**src/nebula_settings.svh**
```systemverilog
// ##########################################################
// Nebula user area parameters
// ##########################################################

`ifndef NEBULA_SETTINGS_SVH
`define NEBULA_SETTINGS_SVH

// Team slots and pad widths
`define NEBULA_NUM_TEAMS 2
`define NEBULA_IO_W 38
`define NEBULA_LA_W 128
`define NEBULA_LA_BANKS 4 // 32-bit LA banks

`define NEBULA_SRAM_AW 8 // Word address bits, 256 words

// Address map, region field sits at bits 19:16
`define NEBULA_REGION_LSB 16
`define NEBULA_REGION_W 4
`define NEBULA_REGION_SRAM 0
`define NEBULA_REGION_SEL 1
`define NEBULA_REGION_TEAM1 2
`define NEBULA_REGION_TEAM2 3 // Highest mapped region

`endif

```
**src/nebula_pkg.sv**
```systemverilog
// ##########################################################
// Nebula bus and I/O types
// ##########################################################

`include "nebula_settings.svh"

package nebula_pkg;

    // Wishbone fields
    typedef logic [31:0] wb_addr_t; // Byte address
    typedef logic [31:0] wb_data_t;
    typedef logic [3:0]  wb_sel_t;  // One bit per byte lane

    // Manager to target
    typedef struct packed {
        logic     cyc;
        logic     stb;
        logic     we;
        wb_sel_t  sel;
        wb_addr_t adr;
        wb_data_t dat;
    } wb_req_t;

    // Target to manager
    typedef struct packed {
        logic     ack;
        wb_data_t dat;
    } wb_rsp_t;

    typedef logic [`NEBULA_IO_W-1:0] gpio_vec_t;

    // Everything one team drives toward the pads
    typedef struct packed {
        gpio_vec_t               gpio_out;
        gpio_vec_t               gpio_oeb; // Active low enable
        logic [`NEBULA_LA_W-1:0] la_out;
    } team_io_t;

    // 0 and 3 select the default, 1 and 2 pick a team
    typedef logic [1:0] team_sel_t;

    typedef logic [31:0] la_bank_t;

endpackage

```
**src/io_output_mux.sv**
```systemverilog
// ##########################################################
// Team to pad output routing
// ##########################################################

`timescale 1ns/10ps

`include "nebula_settings.svh"

module io_output_mux (
    input  nebula_pkg::team_io_t  [`NEBULA_NUM_TEAMS-1:0] teams_i,
    input  nebula_pkg::team_sel_t [`NEBULA_IO_W-1:0]      gpio_sel_i,
    input  nebula_pkg::team_sel_t [`NEBULA_LA_BANKS-1:0]  la_sel_i,
    output nebula_pkg::gpio_vec_t                         io_out_o,
    output nebula_pkg::gpio_vec_t                         io_oeb_o,
    output logic [`NEBULA_LA_W-1:0]                       la_data_out_o
);

    localparam int BANK_W = $bits(nebula_pkg::la_bank_t);

    // Select value t+1 picks team t, anything else keeps the default
    always_comb begin
        io_out_o = '0;
        io_oeb_o = '1; // Unrouted pins stay tristated
        for (int n = 0; n < `NEBULA_IO_W; n++) begin
            for (int t = 0; t < `NEBULA_NUM_TEAMS; t++) begin
                if (gpio_sel_i[n] == nebula_pkg::team_sel_t'(t + 1)) begin
                    io_out_o[n] = teams_i[t].gpio_out[n];
                    io_oeb_o[n] = teams_i[t].gpio_oeb[n];
                end
            end
        end
    end

    // Whole banks move together
    always_comb begin
        la_data_out_o = '0;
        for (int b = 0; b < `NEBULA_LA_BANKS; b++) begin
            for (int t = 0; t < `NEBULA_NUM_TEAMS; t++) begin
                if (la_sel_i[b] == nebula_pkg::team_sel_t'(t + 1)) begin
                    la_data_out_o[b * BANK_W +: BANK_W] =
                        teams_i[t].la_out[b * BANK_W +: BANK_W];
                end
            end
        end
    end

endmodule

```
**config.mk**
```make
export PLATFORM = sky130hd
export DESIGN_NAME = io_output_mux
export DESIGN_NICKNAME = d
export VERILOG_FILES = /design/src/nebula_pkg.sv /design/src/io_output_mux.sv
export VERILOG_INCLUDE_DIRS = /design/src
export SDC_FILE = /design/constraint.sdc
export NUM_CORES = 1
export LEC_CHECK = 0
export BUFFER_PORTS_ARGS = -buffer_cell sky130_fd_sc_hd__buf_4
export CORE_AREA = 2 2 269 271
export DETAILED_ROUTE_END_ITERATION = 8
export DIE_AREA = 0 0 271 273
export SLEW_MARGIN = 20
export SYNTH_ARGS = -nofsm -noshare
export SYNTH_HDL_FRONTEND = slang
export SYNTH_SLANG_ARGS = --single-unit
```
**constraint.sdc**
```tcl
create_clock -name vclk -period 0.8
set_input_delay 0.08 -clock vclk [all_inputs]
set_output_delay 0.08 -clock vclk [all_outputs]
set_load 0.02 [all_outputs]
```
==> metrics.yaml <==
status:
  status: "finished, violations left"
  violations: "setup timing"
setup_path:
  cp.required_ns: 0.72
  crit_chain: "buf_8 -> buf_6 -> nor2b_4 -> buf_12 -> buf_12 -> a22o_1 -> buf_6"
  cp-start-kind: "input pin"
  crit_path_max_incr_delay_ns: 0.17
  cp-end-kind: "primary output"
  crit_slowest_cell: "a22o_1"
  arrival_ns: 0.99
  crit_fanout: 6
  crit_type: "in2out"
timing:
  rsz0062_at_grt: "yes"
  hold_viol_final: 0
  worst_slack_ns: -0.268
  min_period_ns: 1.07
  finalCritPeriodShare: 1.33
  worst_pin_slew_ns: 0.363
  slew_headroom: 0.755
  timing.fmax_mhz: 937
  tns_ns: -24.78
  finalSetupViolations: 129
  finalMaxSlewViolations: 0
global_route:
  grt_util_all_layers: 0.0922
  grt_overflow: 0
  grt_pass1_vias: 6651
  grt_pass1_wl_um: 48800
  antenna_found_initial: 18
  grt_max_degree: 31
detailed_routing:
  first_iter_violations: 231
  wl_per_cell_um: 18.8
  drt-pass1-iter-count: 4
  drc: 0
  vias_per_cell: 3.18
  wirelength_um: 38700
  via_count: 6532
  antenna_left: 0
synthesis:
  syn_avg_cell_area_um2: 7.12
  netlist_top_cells_area: "a22o_1 (21%), a22o_2 (21%), nand3b_1 (10%)"
  synth_top_area_cell: "a22o_1"
  synth_area_mm2: 0.00282
  synthesis.nets: 888
  yosysUniqueCellTypes: 13
  syn-instance-count: 396
  ys_top_cells_by_count: "a22o_1 (69), a22o_2 (59)"
  ys_seq_area_frac: 0
  synth.most_common_cell: "a22o_1"
  synth_warnings: 0
  synth_top_area_share: 0.214
worst_hold_path:
  hp-start: "teams_i[224]"
  hold_end: "la_data_out_o[20]"
  hp-class: "in2out"
  hold_depth: 3
pwr:
  p_leak_nw: 4.98
  vdd_drop_max_mv: 0.312
  power-per-cell-area_mw_per_mm2: 611
  power.total_mw: 6.45
place:
  dpl.hpwl_um: 33800
  post_dp_cell_area_mm2: 0.00936
  place_ws_ns: -0.595
  port_buffers: 696
  gp_congestion: 0.933
layout:
  nClkBuffers: 0
  syn_to_final_growth_pct: 274
  multiInputGateArea_mm2: 0.00301
  fillerInstances: 8093
  seq_area_um2: 0
  layout-drive-gt1-share: 0.745
  design.seq.count: 0
  final_area_mm2: 0.0105
  finalNetCount: 1590
  postLayoutCoreUtil: 0.149
die:
  die_w_um: 271
  start_util: 0.0397
  rows: 98
  num_io_pins: 696
  fp.dieArea_mm2: 0.0740
  core-area_mm2: 0.0710
  fp.dieH_um: 273
cts:
  cts_hold_buf: 0
run:
  drv_cap: 0
[through the flow]
stage / instances / hold slack (ns)
3_3_place_gp: 2029 / 0.459
5_1_grt: 2051 / 0.457
6_report: 2052 / 0.450
2_1_floorplan: 396 / 0.286
3_5_place_dp: 2029 / 0.458
4_1_cts: 2040 / 0.451
[how the worst max path moves through the flow]
stage | slack (ns) | cells past startpoint | start | to
finish | -0.27 | 7 | la_sel_i[2] | la_data_out_o[57]
global route | -0.28 | 7 | la_sel_i[2] | la_data_out_o[57]
CTS | -0.24 | 6 | la_sel_i[2] | la_data_out_o[57]
detailed placement | -0.59 | 4 | la_sel_i[1] | la_data_out_o[25]
global placement | -0.61 | 4 | la_sel_i[1] | la_data_out_o[4]
floorplan | -0.02 | 4 | la_sel_i[2] | la_data_out_o[58]
[worst max-delay path, delay by kind of cell]
family / cells / cell delay (ns)
buf+inv: 5 / 0.61
compound gates: 1 / 0.17
simple gates: 1 / 0.12
[repair_timing]
item	4_1_cts	5_1_grt
gates cloned	4	6
setup endpoints to repair	133	134
resized for setup	139	58
pin swaps	9	36
setup buffers	7	4
[layout by cell type, fill, tap and decap left out, types with 4 or more instances in the layout]
cell type	synthesis	final
nor2b_4	2	10
a21oi_1	38	34
buf_6	24	133
a21oi_2	0	4
buf_8	0	8
nand3b_1	38	38
nor3b_2	0	7
nor3b_1	38	30
nor2_1	38	38
a22o_4	0	49
a22o_1	69	63
nand2_1	38	38
buf_4	5	568
buf_12	0	15
o21ai_0	38	37
diode_2	0	6
clkbuf_16	0	5
a22o_2	59	16
[cell families (layout without fill, tap and decap cells)]
kind of cell	count (synthesis)	in the layout	synth area share
AND/OR/NAND/NOR	160	162	0.327
buffers and inverters	32	730	0.115
AO/OA/AOI/OAI	204	204	0.559
other	0	6	0
[power by group]
group / switching (mW) / internal [mW]
registers: 0 / 0
logic: 2.75 / 3.69
clock network: 0 / 0.00000101
[layer usage]
layer / share of wire / vias to the layer above / global-route usage
met4: 0.046 / 8 / 0.0336
met5: 0.0015 / - / 0
met1: 0.37 / 2965 / 0.104
met3: 0.098 / 79 / 0.0235
li1: - / 2985 / -
met2: 0.49 / 495 / 0.167
[area by class of cell]
type               count  area share
diodes                 6     0.00142
multi-input cells    366       0.285
well taps            950       0.113
repair buffers       730       0.601
Note: power is estimated with default switching activity, not from simulation.
