### src/nebula_settings.svh
// ##########################################################
// Nebula user area parameters
// ##########################################################

`ifndef NEBULA_SETTINGS_SVH
`define NEBULA_SETTINGS_SVH

// Team slots and pad widths
`define NEBULA_NUM_TEAMS 2
`define NEBULA_IO_W 38
`define NEBULA_LA_W 128
`define NEBULA_LA_BANKS 4 // 32-bit LA banks

`define NEBULA_SRAM_AW 8 // Word address bits, 256 words

// Address map, region field sits at bits 19:16
`define NEBULA_REGION_LSB 16
`define NEBULA_REGION_W 4
`define NEBULA_REGION_SRAM 0
`define NEBULA_REGION_SEL 1
`define NEBULA_REGION_TEAM1 2
`define NEBULA_REGION_TEAM2 3 // Highest mapped region

`endif

### src/nebula_pkg.sv
// ##########################################################
// Nebula bus and I/O types
// ##########################################################

`include "nebula_settings.svh"

package nebula_pkg;

    // Wishbone fields
    typedef logic [31:0] wb_addr_t; // Byte address
    typedef logic [31:0] wb_data_t;
    typedef logic [3:0]  wb_sel_t;  // One bit per byte lane

    // Manager to target
    typedef struct packed {
        logic     cyc;
        logic     stb;
        logic     we;
        wb_sel_t  sel;
        wb_addr_t adr;
        wb_data_t dat;
    } wb_req_t;

    // Target to manager
    typedef struct packed {
        logic     ack;
        wb_data_t dat;
    } wb_rsp_t;

    typedef logic [`NEBULA_IO_W-1:0] gpio_vec_t;

    // Everything one team drives toward the pads
    typedef struct packed {
        gpio_vec_t               gpio_out;
        gpio_vec_t               gpio_oeb; // Active low enable
        logic [`NEBULA_LA_W-1:0] la_out;
    } team_io_t;

    // 0 and 3 select the default, 1 and 2 pick a team
    typedef logic [1:0] team_sel_t;

    typedef logic [31:0] la_bank_t;

endpackage

### src/wb_decoder.sv
// ##########################################################
// Wishbone address decoder
// ##########################################################

`timescale 1ns/10ps

`include "nebula_settings.svh"

module wb_decoder (
    input  logic                                          wb_clk_i,
    input  logic                                          reset_i,
    input  nebula_pkg::wb_req_t                           req_i,
    output nebula_pkg::wb_rsp_t                           rsp_o,
    output nebula_pkg::wb_req_t [`NEBULA_REGION_TEAM2:0]  tgt_req_o,
    input  nebula_pkg::wb_rsp_t [`NEBULA_REGION_TEAM2:0]  tgt_rsp_i
);

    localparam int NUM_REGIONS = `NEBULA_REGION_TEAM2 + 1;
    localparam int IDX_W = $clog2(NUM_REGIONS);

    logic [`NEBULA_REGION_W-1:0] region;
    logic [IDX_W-1:0]            region_idx;
    logic                        mapped;
    logic                        miss_ack_q; // Ack for unmapped regions

    assign region     = req_i.adr[`NEBULA_REGION_LSB +: `NEBULA_REGION_W];
    assign region_idx = region[IDX_W-1:0];
    assign mapped     = (region < NUM_REGIONS);

    // Every target sees the full request, only the addressed one gets cyc and stb
    always_comb begin
        for (int r = 0; r < NUM_REGIONS; r++) begin
            tgt_req_o[r]     = req_i;
            tgt_req_o[r].cyc = req_i.cyc & mapped & (region_idx == IDX_W'(r));
            tgt_req_o[r].stb = req_i.stb & mapped & (region_idx == IDX_W'(r));
        end
    end

    // Response path stays combinational
    always_comb begin
        if (mapped) begin
            rsp_o = tgt_rsp_i[region_idx];
        end else begin
            rsp_o.ack = miss_ack_q;
            rsp_o.dat = '0; // Unmapped reads return zero
        end
    end

    // One-cycle ack so a stray access never hangs the bus
    always_ff @(posedge wb_clk_i) begin
        if (reset_i) begin
            miss_ack_q <= 1'b0;
        end else begin
            miss_ack_q <= req_i.cyc & req_i.stb & ~mapped & ~miss_ack_q;
        end
    end

endmodule

### config.mk
export PLATFORM = sky130hd
export DESIGN_NAME = wb_decoder
export DESIGN_NICKNAME = d
export VERILOG_FILES = /design/src/nebula_pkg.sv /design/src/wb_decoder.sv
export VERILOG_INCLUDE_DIRS = /design/src
export SDC_FILE = /design/constraint.sdc
export NUM_CORES = 1
export LEC_CHECK = 0
export ABC_AREA = 1
export BUFFER_PORTS_ARGS = -buffer_cell sky130_fd_sc_hd__buf_2
export CAP_MARGIN = 20
export CORE_AREA = 2 2 205 207
export DETAILED_ROUTE_END_ITERATION = 16
export DIE_AREA = 0 0 207 209
export PLACE_DENSITY = 0.38
export SYNTH_ARGS = -nofsm -noshare
export SYNTH_HDL_FRONTEND = slang
export SYNTH_SLANG_ARGS = --single-unit
### constraint.sdc
create_clock -name wb_clk_i -period 2.2 [get_ports wb_clk_i]
set_clock_uncertainty 0.05 [all_clocks]
set_input_delay 0.11 -clock wb_clk_i [delete_from_list [all_inputs] [get_ports wb_clk_i]]
set_output_delay 0.11 -clock wb_clk_i [all_outputs]
set_load 0.005 [all_outputs]
==> reports/summary.md <==
The fraction of the mapped netlist area in compound gates is 0. The net count of the finished layout is 705. The worst hold path stage count works out to 0. The first detailed-routing pass took 4 iterations. The die outline height is 209 um, and the count of inserted antenna diode cells is 0. The detail-routed via count per cell came out at 2.615. The tools report the final number of hold-violating endpoints as 0. The actual slew at the worst max-slew pin is 0.8200 ns. The fraction of layout cells with a size suffix above 1 came out at 0.4257. After layout, the minimum clock period comes to 1.647 ns.

The routed metal-1 wire length was 4.080 mm. In the synthesized netlist the dominant register cell turns out to be sky130_fd_sc_hd__dfxtp_1. For the count of mapped cells out of synthesis, the log shows 587.

The flip-flop and latch count after synthesis is 1. Timing-limited maximum frequency: 0.6070 GHz. The worst hold path belongs to the class primary input to output port. For the internal power component, the log shows 0.0002069 W. The cell type of the slowest stage on the worst timing path was sky130_fd_sc_hd__buf_2. For this design the top-level I/O count stands at 522. Clock latency on the worst-skew pair, taken at its later pin, is 0 ns. The share of the clock period used by the worst path after layout came out at 0.7488.

Number of cells on the worst reg-to-reg path: 1. Fill cells in the final layout number 4991. The number of DRC markers in iteration 0 was 65.

The most area-hungry cell type in the Yosys netlist is sky130_fd_sc_hd__buf_4. For the total standard cell area after synthesis, the log shows 0.003346 mm2. STA classifies the critical path startpoint as a primary input. The logs give 0.05337 for the global-route total usage across every layer and 0.0004372 W for the total power.

The fraction of synthesis flops using an asynchronous set or reset pin came out at 0. The flow ran to the end, and the final reports show no timing, DRC or antenna violations. For the worst setup path, the data arrival time is 1.49 ns. Port buffering added 196 buffers.

Grouping stages by cell kind, the critical path spends the most delay in buffers and inverters. The number of hold buffers added after CTS was 0. The adder-cell share of the synthesized area came out at 0. The sequential power share is 0.045.

More flip-flops sit in one register than any other, and that register is miss_ack_q. In the final routed layout, each cell accounts on average for 12.06 um. After synthesis, the netlist uses 15 different library cells. The sequential fraction of the synthesis area is 0.005984, and the wire length on met2 is 6.065 mm. For this design the static power due to leakage is 1.611 nW.

The sequential cells in the finished layout cover a total of 20.02 um2. The floorplan die area came out at 0.04326 mm2. The initialized floorplan defines 75 standard-cell rows.

The number of buffers inserted by post-CTS setup repair came out at 0. By area the synthesized netlist is led by sky130_fd_sc_hd__buf_4 (62%), sky130_fd_sc_hd__nand2_1 (20%), sky130_fd_sc_hd__nor2_1 (8.3%), sky130_fd_sc_hd__nand3_1 (4.9%), sky130_fd_sc_hd__buf_2 (1.3%). For the final routed database, the setup TNS stands at 0 ns. The worst-case IR drop observed on VDD is 0.09067 mV. Setup violations remaining at the end of the flow were counted as 0. The final layout contains routed wiring with a total length of 12.51 mm. For the total via count in the routed design, the log shows 2712. The area overhead of the layout relative to synthesis is -13.24%, and the routability-driven placement congestion ratio is 0.6930. The xor-xnor portion of the synthesized cell area is 0. The most used standard cell by instance count after synthesis is sky130_fd_sc_hd__buf_4. The post-synthesis simple-gate area fraction was 0.3355.

The effective utilization at floorplan was 0.08103. The largest registers in the layout are miss_ack_q: 1 flops. The area used by multi-input combinational logic came out at 0.001130 mm2.

The floorplan step defined a core boundary enclosing 0.04129 mm2. The logs give 792 for the number of nets produced by synthesis and 0 for the number of max-capacitance violations reported. The total overflow left after global routing is 0. The highest metal layer carrying signal wires in the routed design is met4. The worst relative slew slack was 0.4526. By area, the combinational part of the netlist is dominated by buffers and inverters. The critical-path maximum fanout came out at 19.

Setup repair after global routing left no endpoint under its margin. The number of flip-flops in the largest register came out at 1. The part of the power in combinational logic is 0.955. Sorting the synthesized cells by how often they occur yields sky130_fd_sc_hd__buf_4 (277), sky130_fd_sc_hd__nand2_1 (175), sky130_fd_sc_hd__nor2_1 (74). The sum of net half-perimeters after detailed placement is 10.48 mm.

The floorplan die width is 207 um, and the mean instance size in the synthesized netlist is 5.700 um2. The fraction of synthesized cell area taken by the top area cell type was 0.6215. The via count of the first global-routing pass was 2757; the depth of the critical timing path with buffers and inverters included was 9. The multiplexer share of the synthesized area was 0.

The critical path goes through buf_2 > nand2_2 > inv_2 > buf_4 > nand2_1 > nand2_1 > nor2_1 > nor2_1 > buf_2. Entering global routing, the biggest net connects 35 pins. The setup path with the least slack is of type primary input to output port. The delay of the slowest cell on the worst path was 0.40 ns. The tools report the power dissipated by switching net loads as 0.0002303 W.

The routed length on met3 was 1.459 mm. Number of max-slew violations in the final report: 0. The tools report the first-pass GRT wire length as 17.37 mm. The remaining antenna violation count after routing was 0; the power density of the placed cells was 150.6 mW/mm2.

The number of flops mapped to enable cells by yosys was 0; the yosys synthesis warning count was 0. The worst setup path is captured at an output port. Once the clock tree was built, the resizer swapped 0 gates to a different size.

The number of antenna violations at the first check in global routing is 0. In the routed design, unresolved DRC markers number 0. Switching fraction of total power: 0.5267. The number of buffers and inverters on the critical path works out to 4. The required time reported for the critical path endpoint is 2.04 ns.

Clock power share: 0.
## stage by stage
step / setup WS (ns) / instance area, um2 / cells / util / hold slack (ns)
CTS: 0.4050 / 2903 / 1037 / 0.07030 / 0.1701
global placement: 0.4965 / 2903 / 1037 / 0.07030 / 0.1701
floorplan: 1.202 / 3346 / 587 / - / 0.1368
finish: 0.5526 / 2903 / 1037 / 0.07030 / 0.1700
global route: 0.3310 / 2903 / 1037 / 0.07030 / 0.1700
detailed placement: 0.4062 / 2903 / 1037 / 0.07030 / 0.1701
## power by group through the flow
stage	registers, W	clock network, W	logic (W)
global route	0.0000196	0	0.000480
detailed placement	0.0000195	0	0.000436
finish	0.0000195	0	0.000418
global placement	0.0000195	0	0.000435
CTS	0.0000195	0	0.000438
floorplan	0.0000194	0	0.000586
## cell families after synthesis
kind of cell,Yosys count
buf+inv,301
simple gates,285
flops,1
## routing by layer
layer / global-route usage / vias to the layer above
met5: 0 / -
met3: 0.01954 / 76
met4: 0.03596 / 0
li1: - / 1319
met2: 0.09609 / 239
met1: 0.05082 / 1078
## cell type report
cell class                      instances  area share
Multi-Input combinational cell        285      0.3892
Timing Repair Buffer                  206      0.3638
Tap cell                              539      0.2323
Inverter                                6    0.007759
Sequential cell                         1    0.006897
## worst paths after layout
| check | from | to | slack [ns] |
|---|---|---|---|
| worst max-delay path | req_i[48] | rsp_o[7] | 0.55 |
| worst min-delay path | req_i[29] | tgt_req_o[100] | 0.17 |
| worst max register to register | miss_ack_q$_SDFF_PP0_ | miss_ack_q$_SDFF_PP0_ | 1.63 |
| worst min register to register | miss_ack_q$_SDFF_PP0_ | miss_ack_q$_SDFF_PP0_ | 0.36 |
## placed cells by master (no fill, tap or decap)
cell type	instances
sky130_fd_sc_hd__buf_2	196
sky130_fd_sc_hd__nand2_1	175
sky130_fd_sc_hd__nor2_1	73
sky130_fd_sc_hd__nand3_1	33
sky130_fd_sc_hd__buf_4	10
sky130_fd_sc_hd__inv_2	3
sky130_fd_sc_hd__inv_1	3
sky130_fd_sc_hd__nor2_4	2
sky130_fd_sc_hd__nand2_2	1
sky130_fd_sc_hd__nor3_1	1
sky130_fd_sc_hd__dfxtp_1	1
No activity file was read; power rests on OpenSTA's default activity.
