[config.mk]
export PLATFORM = sky130hd
export DESIGN_NAME = io_select_regs
export DESIGN_NICKNAME = d
export VERILOG_FILES = /design/src/nebula_pkg.sv /design/src/io_select_regs.sv
export VERILOG_INCLUDE_DIRS = /design/src
export SDC_FILE = /design/constraint.sdc
export NUM_CORES = 1
export LEC_CHECK = 0
export BUFFER_PORTS_ARGS = -buffer_cell sky130_fd_sc_hd__clkbuf_2
export CORE_ASPECT_RATIO = 0.8
export CORE_MARGIN = 3
export CORE_UTILIZATION = 49
export CTS_BUF_LIST = sky130_fd_sc_hd__clkbuf_2
export CTS_CLUSTER_DIAMETER = 200
export DETAILED_ROUTE_END_ITERATION = 6
export GPL_TIMING_DRIVEN = 0
export PLACE_DENSITY = 0.81
export SETUP_SLACK_MARGIN = 0.1
export SYNTH_ARGS = -nofsm -noshare
export SYNTH_HDL_FRONTEND = slang
export SYNTH_SLANG_ARGS = --single-unit
[constraint.sdc]
create_clock -name wb_clk_i -period 2.3 [get_ports wb_clk_i]
set_input_delay 0.345 -clock wb_clk_i [delete_from_list [all_inputs] [get_ports wb_clk_i]]
set_output_delay 0.345 -clock wb_clk_i [all_outputs]
set_load 0.005 [all_outputs]
[src/nebula_settings.svh]
// ##########################################################
// Nebula user area parameters
// ##########################################################

`ifndef NEBULA_SETTINGS_SVH
`define NEBULA_SETTINGS_SVH

// Team slots and pad widths
`define NEBULA_NUM_TEAMS 2
`define NEBULA_IO_W 38
`define NEBULA_LA_W 128
`define NEBULA_LA_BANKS 4 // 32-bit LA banks

`define NEBULA_SRAM_AW 8 // Word address bits, 256 words

// Address map, region field sits at bits 19:16
`define NEBULA_REGION_LSB 16
`define NEBULA_REGION_W 4
`define NEBULA_REGION_SRAM 0
`define NEBULA_REGION_SEL 1
`define NEBULA_REGION_TEAM1 2
`define NEBULA_REGION_TEAM2 3 // Highest mapped region

`endif

[src/nebula_pkg.sv]
// ##########################################################
// Nebula bus and I/O types
// ##########################################################

`include "nebula_settings.svh"

package nebula_pkg;

    // Wishbone fields
    typedef logic [31:0] wb_addr_t; // Byte address
    typedef logic [31:0] wb_data_t;
    typedef logic [3:0]  wb_sel_t;  // One bit per byte lane

    // Manager to target
    typedef struct packed {
        logic     cyc;
        logic     stb;
        logic     we;
        wb_sel_t  sel;
        wb_addr_t adr;
        wb_data_t dat;
    } wb_req_t;

    // Target to manager
    typedef struct packed {
        logic     ack;
        wb_data_t dat;
    } wb_rsp_t;

    typedef logic [`NEBULA_IO_W-1:0] gpio_vec_t;

    // Everything one team drives toward the pads
    typedef struct packed {
        gpio_vec_t               gpio_out;
        gpio_vec_t               gpio_oeb; // Active low enable
        logic [`NEBULA_LA_W-1:0] la_out;
    } team_io_t;

    // 0 and 3 select the default, 1 and 2 pick a team
    typedef logic [1:0] team_sel_t;

    typedef logic [31:0] la_bank_t;

endpackage

[src/io_select_regs.sv]
// ##########################################################
// GPIO and LA team select registers
// ##########################################################

`timescale 1ns/10ps

`include "nebula_settings.svh"

module io_select_regs (
    input  logic                                         wb_clk_i,
    input  logic                                         reset_i,
    input  nebula_pkg::wb_req_t                          req_i,
    output nebula_pkg::wb_rsp_t                          rsp_o,
    output nebula_pkg::team_sel_t [`NEBULA_IO_W-1:0]     gpio_sel_o,
    output nebula_pkg::team_sel_t [`NEBULA_LA_BANKS-1:0] la_sel_o
);

    localparam int PINS_PER_WORD = 16;
    localparam int GPIO_WORDS = (`NEBULA_IO_W + PINS_PER_WORD - 1) / PINS_PER_WORD;
    localparam int LA_WORD = GPIO_WORDS; // LA selects follow the GPIO words
    localparam int NUM_WORDS = GPIO_WORDS + 1;
    localparam int OFF_W = `NEBULA_REGION_LSB - 2;
    localparam int WORD_IDX_W = $clog2(NUM_WORDS);

    nebula_pkg::team_sel_t [`NEBULA_IO_W-1:0]     gpio_sel_q;
    nebula_pkg::team_sel_t [`NEBULA_LA_BANKS-1:0] la_sel_q;
    nebula_pkg::wb_data_t                         words [NUM_WORDS];
    nebula_pkg::wb_data_t                         rdata_q;
    logic [OFF_W-1:0]                             offset;
    logic                                         access;
    logic                                         ack_q;

    assign offset = req_i.adr[2 +: OFF_W];
    assign access = req_i.cyc & req_i.stb & ~ack_q; // Blocked while ack is up

    // Readback view, unused bits stay zero
    always_comb begin
        for (int w = 0; w < NUM_WORDS; w++) begin
            words[w] = '0;
        end
        for (int n = 0; n < `NEBULA_IO_W; n++) begin
            words[n / PINS_PER_WORD][2 * (n % PINS_PER_WORD) +: 2] = gpio_sel_q[n];
        end
        for (int b = 0; b < `NEBULA_LA_BANKS; b++) begin
            words[LA_WORD][2 * b +: 2] = la_sel_q[b];
        end
    end

    always_ff @(posedge wb_clk_i) begin
        if (reset_i) begin
            ack_q      <= 1'b0;
            gpio_sel_q <= '0;
            la_sel_q   <= '0;
        end else begin
            ack_q <= access;
            if (access && req_i.we) begin
                // A 2-bit field never straddles a byte lane
                for (int n = 0; n < `NEBULA_IO_W; n++) begin
                    if (offset == OFF_W'(n / PINS_PER_WORD) &&
                        req_i.sel[(n % PINS_PER_WORD) / 4]) begin
                        gpio_sel_q[n] <= req_i.dat[2 * (n % PINS_PER_WORD) +: 2];
                    end
                end
                for (int b = 0; b < `NEBULA_LA_BANKS; b++) begin
                    if (offset == OFF_W'(LA_WORD) && req_i.sel[b / 4]) begin
                        la_sel_q[b] <= req_i.dat[2 * b +: 2];
                    end
                end
            end
        end
    end

    // Read data lands together with ack
    always_ff @(posedge wb_clk_i) begin
        if (access) begin
            rdata_q <= (offset < NUM_WORDS) ? words[offset[WORD_IDX_W-1:0]] : '0;
        end
    end

    assign rsp_o.ack  = ack_q;
    assign rsp_o.dat  = rdata_q;
    assign gpio_sel_o = gpio_sel_q;
    assign la_sel_o   = la_sel_q;

endmodule

==> results.sh <==
export IMPL_crit_chain="nand3b_1 > bufinv_8 > nand4_1 > buf_4 > clkbuf_1 > o21ai_1 > a21oi_1"
export IMPL_hold_depth=3
export IMPL_cp_arrival_ns=2.60
export IMPL_ys_seq_area_frac=0.5202
export IMPL_dp_cells=796
export IMPL_slew_violations=0
export IMPL_numCtsBuffers=17
export IMPL_ff_latch_area_um2=2663
export IMPL_die_h_um=97.42
export IMPL_p_per_area_nw_per_um2=590.0
export IMPL_p_comb_frac=0.078
export IMPL_nets=786
export IMPL_die_w_um=120.3
export IMPL_worst_pin_slew_ns=0.7856
export IMPL_cp_slowest_cell="bufinv_8"
export IMPL_hold_violations=0
export IMPL_violations="DRC"
export IMPL_finClkSkew_ns=0.03585
export IMPL_max_freq_mhz=482.8
export IMPL_gp_congestion=0.8905
export IMPL_avgViaCountPerCell=5.854
export IMPL_fin_crit_sh=0.9005
export IMPL_rsz0062_at_grt="no"
export IMPL_hpwl_mm=11.96
export IMPL_finalSetupViolCount=0
export IMPL_regToRegStartpoint="ack_q"
export IMPL_p_leak_nw=2.875
export IMPL_cts_root_buffer="clkbuf_2"
export IMPL_final_cells=862
export IMPL_dieArea_um2=11720
export IMPL_antenna_found_initial=0
export IMPL_grt_pass1_vias=4970
export IMPL_netlist_instances=493
export IMPL_syn2layout_area_growth_pct=32.00
export IMPL_firstDrtPassIters=7
export IMPL_r2r_end="gpio_sel_o[43]"
export IMPL_drive_gt1_frac=0.3140
export IMPL_io_pins=190
export IMPL_overflow=0
export IMPL_clock_path_buffers=2
export IMPL_synth_area_mux_share=0.1447
export IMPL_multiInputGateArea_um2=2278
export IMPL_clock_latency_ns=0.68
export IMPL_worstRegToRegCells=7
export IMPL_initial_utilization=0.5176
export IMPL_yosysWarnings=0
export IMPL_antenna_cells=0
export IMPL_setup_tns_ns=0
export IMPL_ys_ff_latch=117
export IMPL_slew_headroom=0.4743
export IMPL_routedWlPerCell_um=19.80
export IMPL_holdCritStartpoint="req_i[69]"
export IMPL_cp_max_fo=33
export IMPL_post_place_ws_ns=-0.4328
export IMPL_min_to="ack_q"
export IMPL_vias=5046
export IMPL_clockPowerShare=0.384
export IMPL_grt_start_max_net_pins=34
export IMPL_yosysUniqueCellTypes=26
export IMPL_intPower_mw=2.897
export IMPL_crit_required_ns=2.83
export IMPL_switching_share=0.2734
export IMPL_min_period_ns=2.071
export IMPL_cts_tree="yes"
export IMPL_htreeDepth=4
export IMPL_clkTransAtPathRegs_ns=0.18
export IMPL_synth_xor_area_frac=0
export IMPL_power_switching_mw=1.090
export IMPL_synthSimpleGateAreaFrac=0.1948
export IMPL_outcome="complete, but fails checks"
export IMPL_design_area_um2=6756
export IMPL_nFillCells=782
export IMPL_cp_end_kind="flop"
export IMPL_drc=2
export IMPL_synth_adder_area_share=0
export IMPL_slowest_delay_ns=0.43
export IMPL_netlist_area_um2=5119
export IMPL_wl_mm=17.07
export IMPL_reg2reg_slack_ns=0.23
export IMPL_hold_class="in -> reg"
export IMPL_seqPwrFrac=0.537
export IMPL_fp_coreArea_um2=9889
export IMPL_cts_sinks=117
export IMPL_setup_ws_ns=0.2288
export IMPL_synth_compound_area_frac=0.1056
export IMPL_port_buffers=167
export IMPL_startpoint_type="flop"
export IMPL_grt_use_total=0.2891
export IMPL_crit_type="reg -> reg"
export IMPL_placed_cell_area_um2=6125
export IMPL_dr_first_iter_drc_count=620
export IMPL_antenna_left=0
export IMPL_syn_mean_instance_area_um2=10.38
export IMPL_rows=32
export IMPL_syn_nets=566
export IMPL_grt_pass1_wl_mm=26.51
export IMPL_peakVddDrop_uv=338.9
export IMPL_maxCapViolCount=0
export IMPL_synth_top_family_by_area="simple AND/OR/NAND/NOR gates"
flip-flops by register name (all words and copies together) (netlist names):
signal and flops:
la_sel_o 8, ack_q 1, gpio_sel_o 76, rdata_q 32
metal layers:
layer	global-route usage	wire length (um)	up-vias
met1	0.3691	6517	2368
met5	0.04018	61	-
met4	0.09756	494	2
met2	0.4607	7944	351
li1	-	-	2263
met3	0.09371	2051	62
final cells by class:
class / count / area share
repair buffers: 201 / 0.1733
multi-input cells: 332 / 0.3372
well taps: 136 / 0.02519
plain buffers: 43 / 0.02611
inverters: 1 / 0.002593
flip-flops and latches: 117 / 0.3941
clock inverters: 15 / 0.02889
clock buffers: 17 / 0.01259
power groups by stage:
stage / registers [mW] / clock network [mW] / logic [mW]
finish: 2.14 / 1.53 / 0.313
global placement: 2.18 / 0 / 0.249
floorplan: 2.19 / 0 / 0.125
CTS: 2.14 / 1.54 / 0.304
global route: 2.15 / 1.64 / 0.331
detailed placement: 2.18 / 0 / 0.257
cell usage in the layout (no fill, tap or decap):
master	instances
nand3_1	5
nand4_4	3
o21ai_1	52
mux4_2	8
inv_8	1
or4_1	1
a21oi_1	56
nor2b_1	10
nand2b_1	40
mux2i_1	56
clkbuf_2	186
buf_2	7
clkinvlp_4	2
nor2_1	30
clkbuf_1	33
and4_1	1
or2_1	1
inv_6	3
nor4_4	2
clkinv_4	6
bufinv_8	1
dlygate4sd3_1	32
nor4_1	3
buf_4	3
nand2_1	7
bufinv_16	3
nand2_4	1
nand4_1	49
and2_1	4
dfxtp_1	85
edfxtp_1	32
or4_4	2
nand3b_1	1
per-stage QoR:
stage	util	power (mW)	hold slack (ns)
after floorplan	-	2.312	0.4785
after global placement	0.6193	2.433	0.4743
after detailed placement	0.6193	2.442	0.4871
after CTS	0.6817	3.986	0.06749
after global routing	0.6832	4.115	0.05707
final	0.6832	3.987	0.09778
synthesized netlist by cell type:
library cell | instances | area [um^2]
nand4_4 | 3 | 63.81
nand4_1 | 49 | 306.5
inv_2 | 1 | 3.750
and4_1 | 1 | 8.760
nand2b_1 | 40 | 250.2
nand2_4 | 1 | 11.26
nor2_1 | 30 | 112.6
edfxtp_1 | 32 | 960.9
buf_2 | 7 | 35.03
or4_4 | 2 | 22.52
nor4_1 | 3 | 18.77
nand2_1 | 7 | 26.28
nor2b_1 | 10 | 62.56
mux4_2 | 8 | 180.2
o21ai_1 | 52 | 260.3
or4_1 | 1 | 7.510
nand3b_1 | 1 | 7.510
nor4_4 | 2 | 42.54
and2_1 | 4 | 25.02
nand3_1 | 5 | 25.02
dfxtp_1 | 85 | 1702
a21oi_1 | 56 | 280.3
buf_4 | 1 | 7.510
clkbuf_1 | 35 | 131.4
mux2i_1 | 56 | 560.5
or2_1 | 1 | 6.260
worst max-delay path by stage:
stage | startpoint | cells after the start | slack (ns) | endpoint
finish | ack_q | 7 | 0.23 | gpio_sel_o[43]
detailed placement | req_i[69] | 7 | -0.43 | gpio_sel_o[16]
floorplan | req_i[39] | 4 | 0.30 | gpio_sel_o[32]
global placement | req_i[69] | 7 | -0.31 | gpio_sel_o[28]
CTS | ack_q | 6 | 0.11 | gpio_sel_o[8]
global route | ack_q | 7 | 0.12 | gpio_sel_o[75]
worst max-delay path, delay by kind of cell, from the launching register on:
family | cells | cell delay, ns
flip-flops | 1 | 0.35
AND/OR/NAND/NOR | 2 | 0.41
buffers and inverters | 3 | 0.87
AO/OA/AOI/OAI | 2 | 0.32
logic make-up (layout without fill, tap and decap cells):
logic type             after synthesis  in the layout
flip-flops                         117            117
multiplexers                        64             64
AO/OA/AOI/OAI                      108            108
AND/OR/NAND/NOR                    160            160
buffers and inverters               44            277
timing repair:
item	in CTS	in global routing
setup endpoints to repair	51	50
hold buffers	32	0
pin swaps	0	0
gates resized for setup	5	0
buffers inserted	0	2
endpoints found under the hold margin	78	0
Power figures use the tool's default switching activity.
