===== src/nebula_settings.svh =====
// ##########################################################
// Nebula user area parameters
// ##########################################################

`ifndef NEBULA_SETTINGS_SVH
`define NEBULA_SETTINGS_SVH

// Team slots and pad widths
`define NEBULA_NUM_TEAMS 2
`define NEBULA_IO_W 38
`define NEBULA_LA_W 128
`define NEBULA_LA_BANKS 4 // 32-bit LA banks

`define NEBULA_SRAM_AW 8 // Word address bits, 256 words

// Address map, region field sits at bits 19:16
`define NEBULA_REGION_LSB 16
`define NEBULA_REGION_W 4
`define NEBULA_REGION_SRAM 0
`define NEBULA_REGION_SEL 1
`define NEBULA_REGION_TEAM1 2
`define NEBULA_REGION_TEAM2 3 // Highest mapped region

`endif


===== src/nebula_pkg.sv =====
// ##########################################################
// Nebula bus and I/O types
// ##########################################################

`include "nebula_settings.svh"

package nebula_pkg;

    // Wishbone fields
    typedef logic [31:0] wb_addr_t; // Byte address
    typedef logic [31:0] wb_data_t;
    typedef logic [3:0]  wb_sel_t;  // One bit per byte lane

    // Manager to target
    typedef struct packed {
        logic     cyc;
        logic     stb;
        logic     we;
        wb_sel_t  sel;
        wb_addr_t adr;
        wb_data_t dat;
    } wb_req_t;

    // Target to manager
    typedef struct packed {
        logic     ack;
        wb_data_t dat;
    } wb_rsp_t;

    typedef logic [`NEBULA_IO_W-1:0] gpio_vec_t;

    // Everything one team drives toward the pads
    typedef struct packed {
        gpio_vec_t               gpio_out;
        gpio_vec_t               gpio_oeb; // Active low enable
        logic [`NEBULA_LA_W-1:0] la_out;
    } team_io_t;

    // 0 and 3 select the default, 1 and 2 pick a team
    typedef logic [1:0] team_sel_t;

    typedef logic [31:0] la_bank_t;

endpackage


===== src/team_counter.sv =====
// ##########################################################
// Sample team design, loadable counter
// ##########################################################

`timescale 1ns/10ps

`include "nebula_settings.svh"

module team_counter (
    input  logic                    wb_clk_i,
    input  logic                    reset_i,
    input  nebula_pkg::wb_req_t     req_i,
    output nebula_pkg::wb_rsp_t     rsp_o,
    input  logic [`NEBULA_LA_W-1:0] la_data_in_i,
    output nebula_pkg::team_io_t    team_o
);

    localparam int OFF_W = `NEBULA_REGION_LSB - 2;
    localparam logic [OFF_W-1:0] OFF_CTRL = OFF_W'(0);
    localparam logic [OFF_W-1:0] OFF_COUNT = OFF_W'(1);
    localparam logic [OFF_W-1:0] OFF_SAMPLE = OFF_W'(2);

    logic [OFF_W-1:0]     offset;
    logic                 access;
    logic                 wr;
    logic                 ack_q;
    logic [1:0]           ctrl_q; // Bit 0 count enable, bit 1 pin enable
    nebula_pkg::wb_data_t count_q;
    nebula_pkg::wb_data_t count_nxt;
    nebula_pkg::wb_data_t rdata_q;
    nebula_pkg::la_bank_t la_samp_q;

    assign offset = req_i.adr[2 +: OFF_W];
    assign access = req_i.cyc & req_i.stb & ~ack_q;
    assign wr     = access & req_i.we;

    // Bus write wins over the increment, lane by lane
    always_comb begin
        count_nxt = count_q + nebula_pkg::wb_data_t'(ctrl_q[0]);
        if (wr && offset == OFF_COUNT) begin
            for (int l = 0; l < $bits(nebula_pkg::wb_sel_t); l++) begin
                if (req_i.sel[l]) count_nxt[8 * l +: 8] = req_i.dat[8 * l +: 8];
            end
        end
    end

    always_ff @(posedge wb_clk_i) begin
        if (reset_i) begin
            ack_q   <= 1'b0;
            ctrl_q  <= '0;
            count_q <= '0;
        end else begin
            ack_q   <= access;
            count_q <= count_nxt;
            if (wr && offset == OFF_CTRL && req_i.sel[0]) ctrl_q <= req_i.dat[1:0];
        end
    end

    always_ff @(posedge wb_clk_i) begin
        la_samp_q <= la_data_in_i[$bits(nebula_pkg::la_bank_t)-1:0]; // Lowest LA bank
        if (access) begin
            case (offset)
                OFF_CTRL:   rdata_q <= nebula_pkg::wb_data_t'(ctrl_q);
                OFF_COUNT:  rdata_q <= count_q;
                OFF_SAMPLE: rdata_q <= la_samp_q;
                default:    rdata_q <= '0;
            endcase
        end
    end

    assign rsp_o.ack       = ack_q;
    assign rsp_o.dat       = rdata_q;
    assign team_o.gpio_out = nebula_pkg::gpio_vec_t'(count_q); // Upper pins read 0
    assign team_o.gpio_oeb = {`NEBULA_IO_W{~ctrl_q[1]}};
    assign team_o.la_out   = {`NEBULA_LA_BANKS{count_q}}; // Count on every bank

endmodule


===== config.mk =====
export PLATFORM = sky130hd
export DESIGN_NAME = team_counter
export DESIGN_NICKNAME = d
export VERILOG_FILES = /design/src/nebula_pkg.sv /design/src/team_counter.sv
export VERILOG_INCLUDE_DIRS = /design/src
export SDC_FILE = /design/constraint.sdc
export NUM_CORES = 1
export LEC_CHECK = 0
export BUFFER_PORTS_ARGS = -buffer_cell sky130_fd_sc_hd__buf_2
export CORE_AREA = 2 2 171 173
export CTS_CLUSTER_SIZE = 20
export DETAILED_ROUTE_END_ITERATION = 10
export DIE_AREA = 0 0 173 175
export SYNTH_ARGS = -nofsm -noshare
export SYNTH_HDL_FRONTEND = slang
export SYNTH_SLANG_ARGS = --single-unit

===== constraint.sdc =====
create_clock -name wb_clk_i -period 6.3 [get_ports wb_clk_i]
set_input_delay 1.26 -clock wb_clk_i [delete_from_list [all_inputs] [get_ports wb_clk_i]]
set_output_delay 1.26 -clock wb_clk_i [all_outputs]
set_load 0.01 [all_outputs]

==> results_dict.tcl, run 1 <==
set metrics [dict create \
    status "completed" \
    worst_setup_hold_path_clk_slew_ns 0.08 \
    clock_power_share_pct 42.2 \
    maximum_capacitance_violations 0 \
    post_synth_mux_area_share_pct 1.165 \
    layout.cells.most_common_list "sky130_fd_sc_hd__buf_2, sky130_fd_sc_hd__dfxtp_1, sky130_fd_sc_hd__nor2_1, sky130_fd_sc_hd__edfxtp_1, sky130_fd_sc_hd__a22o_1" \
    grt_max_degree 39 \
    synthXorXnorAreaFrac_pct 5.096 \
    worst_setup_path_end_kind "flop" \
    yosysUniqueCellTypes 33 \
    final_core_util_pct 21.84 \
    number_of_pins_with_negative_max_slew_slack_in_the_final_report 0 \
    cp_data_required_time_ns 6.55 \
    fillCellCount 3153 \
    power_frac_seq_pct 53.4 \
    drt-wirelength-per-cell_um 15.05 \
    viasPerCell 3.711 \
    reg2reg_setup_slack_ns 3.83 \
    detailroute.via_count 3882 \
    port_buffers 317 \
    postSynth.asyncResetShare_pct 0 \
    drtIter0Drc 164 \
    grt_first_pass_wirelength_um 22090 \
    floorplan.die.height_um 175 \
    fin_setup_tns_ns 0 \
    cts-buffers-inserted 9 \
    area_growth_syn_to_layout_pct 20.29 \
    cts-root-buf "sky130_fd_sc_hd__clkbuf_16" \
    synth_simple_gate_area_share_pct 11.94 \
    numClockSinks 99 \
    detail_route.first_pass.iterations 4 \
    maxClockFrequency_mhz 295.6 \
    max-clock-path-buffers 2 \
    critical_path.max_fanout 20 \
    synth.yosys.warnings 0 \
    synth_top_family_by_area "buffers and inverters" \
    final_layout_size_suffix_gt1_share_pct 52.82 \
    holdBufCountCts 0 \
    total_switching_power_mw 0.3025 \
    total_leakage_power_nw 2.949 \
    post_synth_instance_area_um2 5156 \
    timing.max_slew.rel_slack_pct 34.83 \
    finalSetupViolations 0 \
    layout.cells.most_common "sky130_fd_sc_hd__buf_2" \
    combinational_power_share_pct 4.4 \
    worstSkewPairLatency_ns 0.36 \
    cts_post_setup_buffers_inserted 0 \
    total_power_mw 1.274 \
    synth_flop_cell "sky130_fd_sc_hd__dfxtp_1" \
    holdWs_ns 0.5160 \
    peak_ir_drop_on_the_vdd_network_v 0.0001225 \
    ant_nets 0 \
    clock_tree_from_tritoncts "done" \
    synth.yosys.seq_area_share_pct 44.65 \
    avg_cell_area_syn_um2 10.19 \
    complex_gate_fraction_of_the_synthesized_area_pct 9.852 \
    post_synth_inst_count 506 \
    fin_nets 855 \
    cp_data_arrival_time_ns 3.63 \
    finalWeightedCongestion 0.7486 \
    pre_cts_slack_ns 2.454 \
    boundaryPins 438 \
    ys_seq_elements 99 \
    cts_max_level 3 \
    synth_edf_count 32 \
    skew_ns 0.01348 \
    internal-power_mw 0.9711 \
    grt_antenna_before_repair 6 \
    final_critical_path_setup_slack_ns 2.918 \
    die_width_um 173 \
    row_count 62 \
    drc 0 \
    timing.hold.worst.class "flop to flop" \
    tightestPinTransition_ns 0.9752 \
    gr-usage-all-layers_pct 10.03 \
    worstSetupStartpointType "input pin" \
    floorplan.die_area_um2 30280 \
    layout_min_cycle_time_ns 3.382 \
    power_density_nw_per_um2 205.3 \
    final-hold-violation-count 0 \
    post_synthesis_share_of_cell_area_spent_on_full_adders_half_adders_and_majority_gates_pct 0.4853 \
    rsz0062_at_grt "false" \
    overflow 0 \
    initial_utilization_pct 18.16 \
    timing.final.crit_share_pct 53.69 \
    p_sw_share_pct 23.76 \
    post-dp-hpwl_um 11940 \
    post_cts.resized_instances 0 \
    critPathKind "input pin to flop" \
    fp.coreArea_um2 28390 \
    grt_pass1_vias 3415 \
    detail_route.wirelength_um 15750 \
]
[Yosys cell counts, types with 6 or more instances]
| library cell | count | area [um2] |
|---|---|---|
| sky130_fd_sc_hd__a211oi_1 | 28 | 210.2 |
| sky130_fd_sc_hd__a22o_1 | 30 | 262.8 |
| sky130_fd_sc_hd__buf_4 | 173 | 1299 |
| sky130_fd_sc_hd__clkbuf_1 | 15 | 56.30 |
| sky130_fd_sc_hd__dfxtp_1 | 67 | 1341 |
| sky130_fd_sc_hd__edfxtp_1 | 32 | 960.9 |
| sky130_fd_sc_hd__mux2i_1 | 6 | 60.06 |
| sky130_fd_sc_hd__nand2_1 | 16 | 60.06 |
| sky130_fd_sc_hd__nand3_1 | 15 | 75.07 |
| sky130_fd_sc_hd__nand4_1 | 7 | 43.79 |
| sky130_fd_sc_hd__nor2_1 | 40 | 150.1 |
| sky130_fd_sc_hd__nor3_1 | 6 | 30.03 |
| sky130_fd_sc_hd__xnor2_1 | 12 | 105.1 |
| sky130_fd_sc_hd__xor2_1 | 18 | 157.7 |
[final timing paths]
path                         startpoint                endpoint  depth (start not counted)
setup / recovery              req_i[43]  count_q[12]$_SDFF_PP0_                          6
hold / removal    la_samp_q[25]$_DFF_P_   rdata_q[25]$_DFFE_PN_                          1
setup reg to reg  count_q[0]$_SDFF_PP0_  count_q[16]$_SDFF_PP0_                          7
hold reg to reg   la_samp_q[25]$_DFF_P_   rdata_q[25]$_DFFE_PN_                          1
[power groups by stage]
stage	logic, mW	clock network, mW	registers, mW
after detailed placement	0.0573	0	0.695
after global routing	0.0609	0.588	0.682
after CTS	0.0574	0.570	0.680
final	0.0556	0.538	0.680
after floorplan	0.0139	0	0.698
after global placement	0.0566	0	0.695
[metrics by stage]
step	area, um2	instances
after CTS	6190	1041
after global placement	5913	1025
final	6202	1046
after detailed placement	5913	1025
after global routing	6192	1042
after floorplan	5175	511
[final cells by class]
class | instances | area, um2 | area share [%]
Sequential cell | 99 | 2302 | 37.12
Antenna cell | 5 | 12.51 | 0.2017
Clock buffer | 9 | 225.2 | 3.631
Multi-Input combinational cell | 218 | 1510 | 24.35
Inverter | 5 | 18.77 | 0.3026
Timing Repair Buffer | 319 | 1602 | 25.82
Clock inverter | 7 | 51.30 | 0.8271
Tap cell | 384 | 480.5 | 7.747
[kinds of logic (layout without fill, tap and decap cells)]
family | count (synthesis) | count (layout)
xor+xnor | 30 | 30
compound gates | 62 | 62
other cells | 1 | 11
simple gates | 112 | 112
flops | 99 | 99
buf+inv | 194 | 340
fa+ha+maj | 2 | 2
mux | 6 | 6
[state kept, by name (all words and copies together), names as in the netlist]
signal and count:
count_q 32, la_samp_q 32, ack_q 1, rdata_q 32, ctrl_q 2
[worst max-delay path, stage by stage]
cell	delay (ns)
sky130_fd_sc_hd__buf_2	0.09
sky130_fd_sc_hd__nor4_1	0.35
sky130_fd_sc_hd__and4_2	0.63
sky130_fd_sc_hd__buf_4	0.39
sky130_fd_sc_hd__nand3_1	0.52
sky130_fd_sc_hd__a211oi_1	0.38
[metal layers]
metal	vias up	track usage [%]	share of wire [%]
met5	-	0	0.11
met4	2	3.284	1.6
met3	13	3.351	8.4
met2	203	17.10	49
met1	1789	11.84	41
li1	1875	-	-
Note: power is estimated with default switching activity, not from simulation.
==> inputs of run 2 (changes only) <==
--- a/config.mk
+++ b/config.mk
@@ -7,10 +7,10 @@
 export NUM_CORES = 1
 export LEC_CHECK = 0
 export BUFFER_PORTS_ARGS = -buffer_cell sky130_fd_sc_hd__buf_2
-export CORE_AREA = 2 2 171 173
+export CORE_AREA = 2 2 172 174
 export CTS_CLUSTER_SIZE = 20
 export DETAILED_ROUTE_END_ITERATION = 10
-export DIE_AREA = 0 0 173 175
+export DIE_AREA = 0 0 174 176
 export SYNTH_ARGS = -nofsm -noshare
 export SYNTH_HDL_FRONTEND = slang
 export SYNTH_SLANG_ARGS = --single-unit
==> constraint.sdc (replaced) <==
create_clock -name wb_clk_i -period 3.1 [get_ports wb_clk_i]
set_input_delay 0.62 -clock wb_clk_i [delete_from_list [all_inputs] [get_ports wb_clk_i]]
set_output_delay 0.62 -clock wb_clk_i [all_outputs]
set_load 0.01 [all_outputs]
==> run 2 against run 1 <==
Net effect:
- power rose by 110%
- largest power group unchanged
- sequential share of layout area fell by 0.67 points
- die area rose by 1.2%
- critical path type is now flop to flop
- critical path depth rose by 1
==> results_dict.tcl, run 2 (synthesis gave the netlist of run 1 again) <==
set metrics [dict create \
    status "completed" \
    ant_nets 0 \
    worst_setup_hold_path_clk_slew_ns 0.08 \
    maxClockFrequency_mhz 436.2 \
    power_frac_seq_pct 51.4 \
    skew_ns 0.01128 \
    final_layout_size_suffix_gt1_share_pct 53.30 \
    finalWeightedCongestion 0.7679 \
    post-place-cells 1034 \
    fp.coreArea_um2 28550 \
    detail_route.first_pass.iterations 4 \
    critical_path.max_fanout 7 \
    initial_utilization_pct 18.06 \
    worst_setup_path_end_kind "flop" \
    timing.final.crit_share_pct 73.95 \
    die_width_um 174 \
    internal-power_mw 2.060 \
    grt_pass1_vias 3300 \
    timing.hold.worst.class "input pin to flop" \
    critPathKind "flop to flop" \
    cts-buffers-inserted 9 \
    power_density_nw_per_um2 425.5 \
    numClockSinks 99 \
    p_sw_share_pct 23.33 \
    area_growth_syn_to_layout_pct 22.49 \
    peak_ir_drop_on_the_vdd_network_v 0.0002128 \
    holdBufCountCts 0 \
    layout.cells.most_common_list "sky130_fd_sc_hd__buf_2, sky130_fd_sc_hd__dfxtp_1, sky130_fd_sc_hd__nor2_1, sky130_fd_sc_hd__edfxtp_1, sky130_fd_sc_hd__a22o_1" \
    detailroute.via_count 3907 \
    cts_max_level 3 \
    worstSkewPairLatency_ns 0.36 \
    grt_max_degree 39 \
    total_switching_power_mw 0.6269 \
    drtIter0Drc 155 \
    detail_route.wirelength_um 15900 \
    boundaryPins 438 \
    tightestPinTransition_ns 0.8122 \
    fin_nets 864 \
    port_buffers 317 \
    post_cts.resized_instances 0 \
    layout_min_cycle_time_ns 2.293 \
    highest-signal-layer "met5" \
    fin_setup_tns_ns 0 \
    wl_met1_um 6573 \
    layout.cells.most_common "sky130_fd_sc_hd__buf_2" \
    viasPerCell 3.707 \
    final-hold-violation-count 0 \
    post-dp-hpwl_um 12140 \
    floorplan.die.height_um 176 \
    combinational_power_share_pct 4.3 \
    worstSetupStartpointType "flop" \
    floorplan.die_area_um2 30620 \
    gr-usage-all-layers_pct 9.901 \
    finalSetupViolations 0 \
    overflow 0 \
    cts_post_setup_buffers_inserted 0 \
    timing.max_slew.rel_slack_pct 45.86 \
    grt_antenna_before_repair 6 \
    grt_first_pass_wirelength_um 21810 \
    clock_tree_from_tritoncts "done" \
    drt-wirelength-per-cell_um 15.08 \
    max-clock-path-buffers 2 \
    route.met2.wl_um 7787 \
    number_of_pins_with_negative_max_slew_slack_in_the_final_report 0 \
    reg.largest.list "count_q x32, la_samp_q x32, rdata_q x32" \
    rsz0062_at_grt "false" \
    cp_data_required_time_ns 3.37 \
    total_leakage_power_nw 3.015 \
    row_count 62 \
    met3_length_um 1254 \
    layout.cells.non_filler 1054 \
    drc 0 \
    cp_data_arrival_time_ns 2.57 \
    clock_power_share_pct 44.3 \
    cts-root-buf "sky130_fd_sc_hd__clkbuf_16" \
    maximum_capacitance_violations 0 \
]
[run 2: layout make-up]
type | count | area, um2
antenna | 4 | 10.01
clock buffer | 9 | 225.2
timing repair buffer | 328 | 1694
clock inverter | 7 | 75.07
multi-input combinational | 218 | 1510
inverter | 5 | 18.77
tap | 384 | 480.5
sequential | 99 | 2302
fill | 3181 | 22230
[run 2: worst paths after layout]
check,end,slack (ns),depth (start not counted),startpoint
min,la_samp_q[23]$_DFF_P_,0.36,1,la_data_in_i[23]
min reg2reg,rdata_q[4]$_DFFE_PN_,0.51,1,la_samp_q[4]$_DFF_P_
max reg2reg,count_q[16]$_SDFF_PP0_,0.81,7,count_q[0]$_SDFF_PP0_
max,count_q[16]$_SDFF_PP0_,0.81,7,count_q[0]$_SDFF_PP0_
[run 2: per-layer routing]
metal / track usage [%] / vias up
li1: - / 1882
met1: 11.80 / 1810
met2: 16.90 / 198
met3: 2.950 / 15
met4: 3.606 / 2
met5: 0 / -
[run 2: power by group through the flow]
| stage | Sequential [mW] | Clock (mW) | Combinational [mW] |
|---|---|---|---|
| finish | 1.38 | 1.19 | 0.115 |
| global route | 1.39 | 1.29 | 0.128 |
| CTS | 1.38 | 1.25 | 0.119 |
| detailed placement | 1.41 | 0 | 0.119 |
| global placement | 1.41 | 0 | 0.118 |
| floorplan | 1.42 | 0 | 0.0282 |
[run 2: per-stage QoR]
stage          utilization [%]  hold WS (ns)  area (um2)  setup slack (ns)  total power [mW]
2_1_floorplan                -        0.4379        5175            0.6399             1.447
3_3_place_gp             21.04        0.4984        6006            0.6062             1.529
5_1_grt                  22.10        0.3417        6309            0.5985             2.802
6_report                 22.12        0.3575        6316            0.8074             2.687
3_5_place_dp             21.04        0.5021        6006            0.5754             1.531
4_1_cts                  22.09        0.3376        6306            0.7319             2.749
[run 2: worst max-delay path, stage by stage (launching register included)]
cell and delay [ns]:
sky130_fd_sc_hd__dfxtp_1 0.41, sky130_fd_sc_hd__ha_1 0.20, sky130_fd_sc_hd__ha_1 0.20, sky130_fd_sc_hd__nand2_1 0.23, sky130_fd_sc_hd__nor4_1 0.58, sky130_fd_sc_hd__nand4_1 0.20
sky130_fd_sc_hd__xor2_1 0.18, sky130_fd_sc_hd__a211oi_1 0.21
==> inputs of run 3 (changes only) <==
--- a/config.mk
+++ b/config.mk
@@ -6,11 +6,12 @@
 export SDC_FILE = /design/constraint.sdc
 export NUM_CORES = 1
 export LEC_CHECK = 0
+export ABC_AREA = 1
 export BUFFER_PORTS_ARGS = -buffer_cell sky130_fd_sc_hd__buf_2
-export CORE_AREA = 2 2 172 174
+export CORE_AREA = 2 2 170 172
 export CTS_CLUSTER_SIZE = 20
 export DETAILED_ROUTE_END_ITERATION = 10
-export DIE_AREA = 0 0 174 176
+export DIE_AREA = 0 0 172 174
 export SYNTH_ARGS = -nofsm -noshare
 export SYNTH_HDL_FRONTEND = slang
 export SYNTH_SLANG_ARGS = --single-unit
==> constraint.sdc (replaced) <==
create_clock -name wb_clk_i -period 2.18 [get_ports wb_clk_i]
set_input_delay 0.436 -clock wb_clk_i [delete_from_list [all_inputs] [get_ports wb_clk_i]]
set_output_delay 0.436 -clock wb_clk_i [all_outputs]
set_load 0.01 [all_outputs]
==> run 3 against run 2 <==
Net effect:
- critical path depth up 2
- utilization up 3.5 points
- sequential cell count unchanged
- non-clock buffer count up 16
- hold slack worse by 0.18 ns
- clock power up 42%
- final cell count up 30%
- sequential share of layout area down 4.7 points
- register-to-register slack worse by 0.54 ns
- critical path type unchanged
==> results_dict.tcl, run 3 <==
set metrics [dict create \
    detail_route.first_pass.iterations 5 \
    die_width_um 172 \
    worst_r2r_startpoint "count_q[0]$_SDFF_PP0_" \
    critPathKind "flop to flop" \
    grt_max_degree 50 \
    drtIter0Drc 160 \
    drt-wirelength-per-cell_um 14.39 \
    synth_flop_cell "sky130_fd_sc_hd__dfxtp_1" \
    worst_setup_hold_path_clk_slew_ns 0.08 \
    skew_ns 0.01057 \
    floorplan.die.height_um 174 \
    area_growth_syn_to_layout_pct 21.48 \
    power_density_nw_per_um2 530.0 \
    total_leakage_power_nw 3.851 \
    fillCellCount 3210 \
    internal-power_mw 2.936 \
    p_sw_share_pct 23.57 \
    peak_ir_drop_on_the_vdd_network_v 0.0003452 \
    avg_cell_area_syn_um2 7.402 \
    layout.cells.most_common "sky130_fd_sc_hd__buf_2" \
    timing.final.crit_share_pct 87.73 \
    post-place-cells 1346 \
    fp.coreArea_um2 28240 \
    layout.cells.most_common_list "sky130_fd_sc_hd__buf_2, sky130_fd_sc_hd__nand2_1, sky130_fd_sc_hd__nor2_1, sky130_fd_sc_hd__dfxtp_1, sky130_fd_sc_hd__inv_1" \
    fin_setup_tns_ns 0 \
    reg2reg_setup_slack_ns 0.27 \
    logic_depth_of_the_worst_register_to_register_path 9 \
    grt_first_pass_wirelength_um 27390 \
    power_frac_seq_pct 50.9 \
    ys_seq_elements 99 \
    combinational_power_share_pct 5.2 \
    cts_max_level 3 \
    boundaryPins 438 \
    synth_top_area_cell "sky130_fd_sc_hd__dfxtp_1" \
    post-dp-hpwl_um 15360 \
    cts-buffers-inserted 9 \
    netlist_top_cells_count "sky130_fd_sc_hd__nand2_1, sky130_fd_sc_hd__buf_4, sky130_fd_sc_hd__nor2_1" \
    final_critical_path_setup_slack_ns 0.2676 \
    startpoint "count_q[0]$_SDFF_PP0_" \
    timing.hold.worst.class "input pin to flop" \
    port_buffers 317 \
    cp_data_required_time_ns 2.43 \
    grt_antenna_before_repair 13 \
    initial_utilization_pct 21.13 \
    overflow 0 \
    floorplan.die_area_um2 29930 \
    finalWeightedCongestion 0.8421 \
    synth_edf_count 32 \
    cp_data_arrival_time_ns 2.16 \
    layout.cells.non_filler 1371 \
    final-seq-area_um2 2303 \
    met3_length_um 1660 \
    detail_route.wirelength_um 19720 \
    clock_power_share_pct 44.0 \
    route.met2.wl_um 9117 \
    cts_post_setup_buffers_inserted 0 \
    pre_cts_slack_ns 0.1573 \
    viasPerCell 3.858 \
    total_switching_power_mw 0.9051 \
    detailroute.via_count 5289 \
    postSynth.asyncResetShare_pct 0 \
    worstSetupStartpointType "flop" \
    yosysUniqueCellTypes 29 \
    synth.yosys.warnings 0 \
    fin_nets 1176 \
    drc 0 \
    row_count 62 \
    rsz0062_at_grt "false" \
    clock_tree_from_tritoncts "done" \
    final_layout_size_suffix_gt1_share_pct 38.85 \
    wl_met1_um 8421 \
    cts-root-buf "sky130_fd_sc_hd__clkbuf_16" \
    final-hold-violation-count 0 \
    max-clock-path-buffers 2 \
    worst_setup_path_end_kind "flop" \
    number_of_pins_with_negative_max_slew_slack_in_the_final_report 0 \
    highest-signal-layer "met5" \
    post_cts.resized_instances 0 \
    synth_most_common_cell "sky130_fd_sc_hd__nand2_1" \
    footprint_of_the_multi_input_gates_um2 2100 \
    worstSkewPairLatency_ns 0.36 \
    synth.yosys.seq_area_share_pct 38.59 \
    holdBufCountCts 0 \
    post-synth-top-area-fraction_pct 22.48 \
    post_synth_instance_area_um2 5966 \
    reg.largest.list "count_q x32, la_samp_q x32, rdata_q x32" \
    finalSetupViolations 0 \
    grt_pass1_vias 4513 \
    layout_min_cycle_time_ns 1.912 \
    post_synth_inst_count 806 \
    maximum_capacitance_violations 0 \
    maxClockFrequency_mhz 522.9 \
    numClockSinks 99 \
    status "completed" \
    ant_nets 0 \
    ys_top_cells_by_area "sky130_fd_sc_hd__dfxtp_1, sky130_fd_sc_hd__buf_4, sky130_fd_sc_hd__edfxtp_1" \
    critical_path.max_fanout 7 \
    crit_end "count_q[6]$_SDFF_PP0_" \
    gr-usage-all-layers_pct 12.51 \
    rr_endpoint "count_q[6]$_SDFF_PP0_" \
]
-- run 3: worst max-delay path: stages, from the launching register on --
cell	delay (ns)
sky130_fd_sc_hd__dfxtp_2	0.40
sky130_fd_sc_hd__ha_1	0.24
sky130_fd_sc_hd__ha_1	0.19
sky130_fd_sc_hd__nand3_1	0.23
sky130_fd_sc_hd__nor2_1	0.34
sky130_fd_sc_hd__nand2_1	0.13
sky130_fd_sc_hd__nand3_1	0.10
sky130_fd_sc_hd__nand2_1	0.05
sky130_fd_sc_hd__nand2_1	0.05
sky130_fd_sc_hd__a21oi_1	0.06
-- run 3: layer usage --
| metal | track usage (%) | vias up |
|---|---|---|
| li1 | - | 2676 |
| met1 | 14.97 | 2331 |
| met2 | 21.10 | 241 |
| met3 | 3.757 | 33 |
| met4 | 4.447 | 8 |
| met5 | 0 | - |
-- run 3: metrics by stage --
step | power, mW | instance area, um2 | util, % | hold WS [ns]
floorplan | 2.075 | 5984 | - | 0.4637
global placement | 2.196 | 6924 | 24.52 | 0.5002
detailed placement | 2.199 | 6924 | 24.52 | 0.5108
CTS | 3.899 | 7223 | 25.58 | 0.1615
global route | 3.979 | 7234 | 25.62 | 0.1596
finish | 3.841 | 7247 | 25.66 | 0.1746
-- run 3: logic make-up (layout without fill, tap and decap cells) --
kind of cell / count (synthesis) / in the layout / share of synthesized area, %
AND/OR/NAND/NOR: 441 / 441 / 32.13
buffers and inverters: 247 / 414 / 26.87
flip-flops: 99 / 99 / 38.59
AO/OA/AOI/OAI: 8 / 8 / 0.7548
XOR/XNOR: 8 / 8 / 1.175
adder cells (fa/ha/maj): 2 / 2 / 0.4194
other: 1 / 15 / 0.06286
-- run 3: worst min path at each step --
stage / from / end / slack, ns / cells past startpoint
6_report: la_data_in_i[1] / la_samp_q[1]$_DFF_P_ / 0.17 / 1
5_1_grt: la_data_in_i[7] / la_samp_q[7]$_DFF_P_ / 0.16 / 1
4_1_cts: la_data_in_i[23] / la_samp_q[23]$_DFF_P_ / 0.16 / 1
3_5_place_dp: la_samp_q[10]$_DFF_P_ / rdata_q[10]$_DFFE_PN_ / 0.51 / 2
3_3_place_gp: la_samp_q[19]$_DFF_P_ / rdata_q[19]$_DFFE_PN_ / 0.50 / 2
2_1_floorplan: la_data_in_i[0] / la_samp_q[0]$_DFF_P_ / 0.46 / 0
-- run 3: power by group through the flow --
stage	clock network, mW	registers (mW)	logic [mW]
detailed placement	0	2.00	0.201
floorplan	0	2.00	0.0716
global route	1.80	1.96	0.219
finish	1.69	1.95	0.198
global placement	0	2.00	0.199
CTS	1.74	1.95	0.202
-- run 3: final cells by class --
cell class	count	area share, %
multi-input combinational	465	28.97
tap	384	6.630
timing repair buffer	344	25.38
sequential	99	31.79
antenna	9	0.3108
clock buffer	10	3.160
inverter	54	2.797
clock inverter	6	0.9669
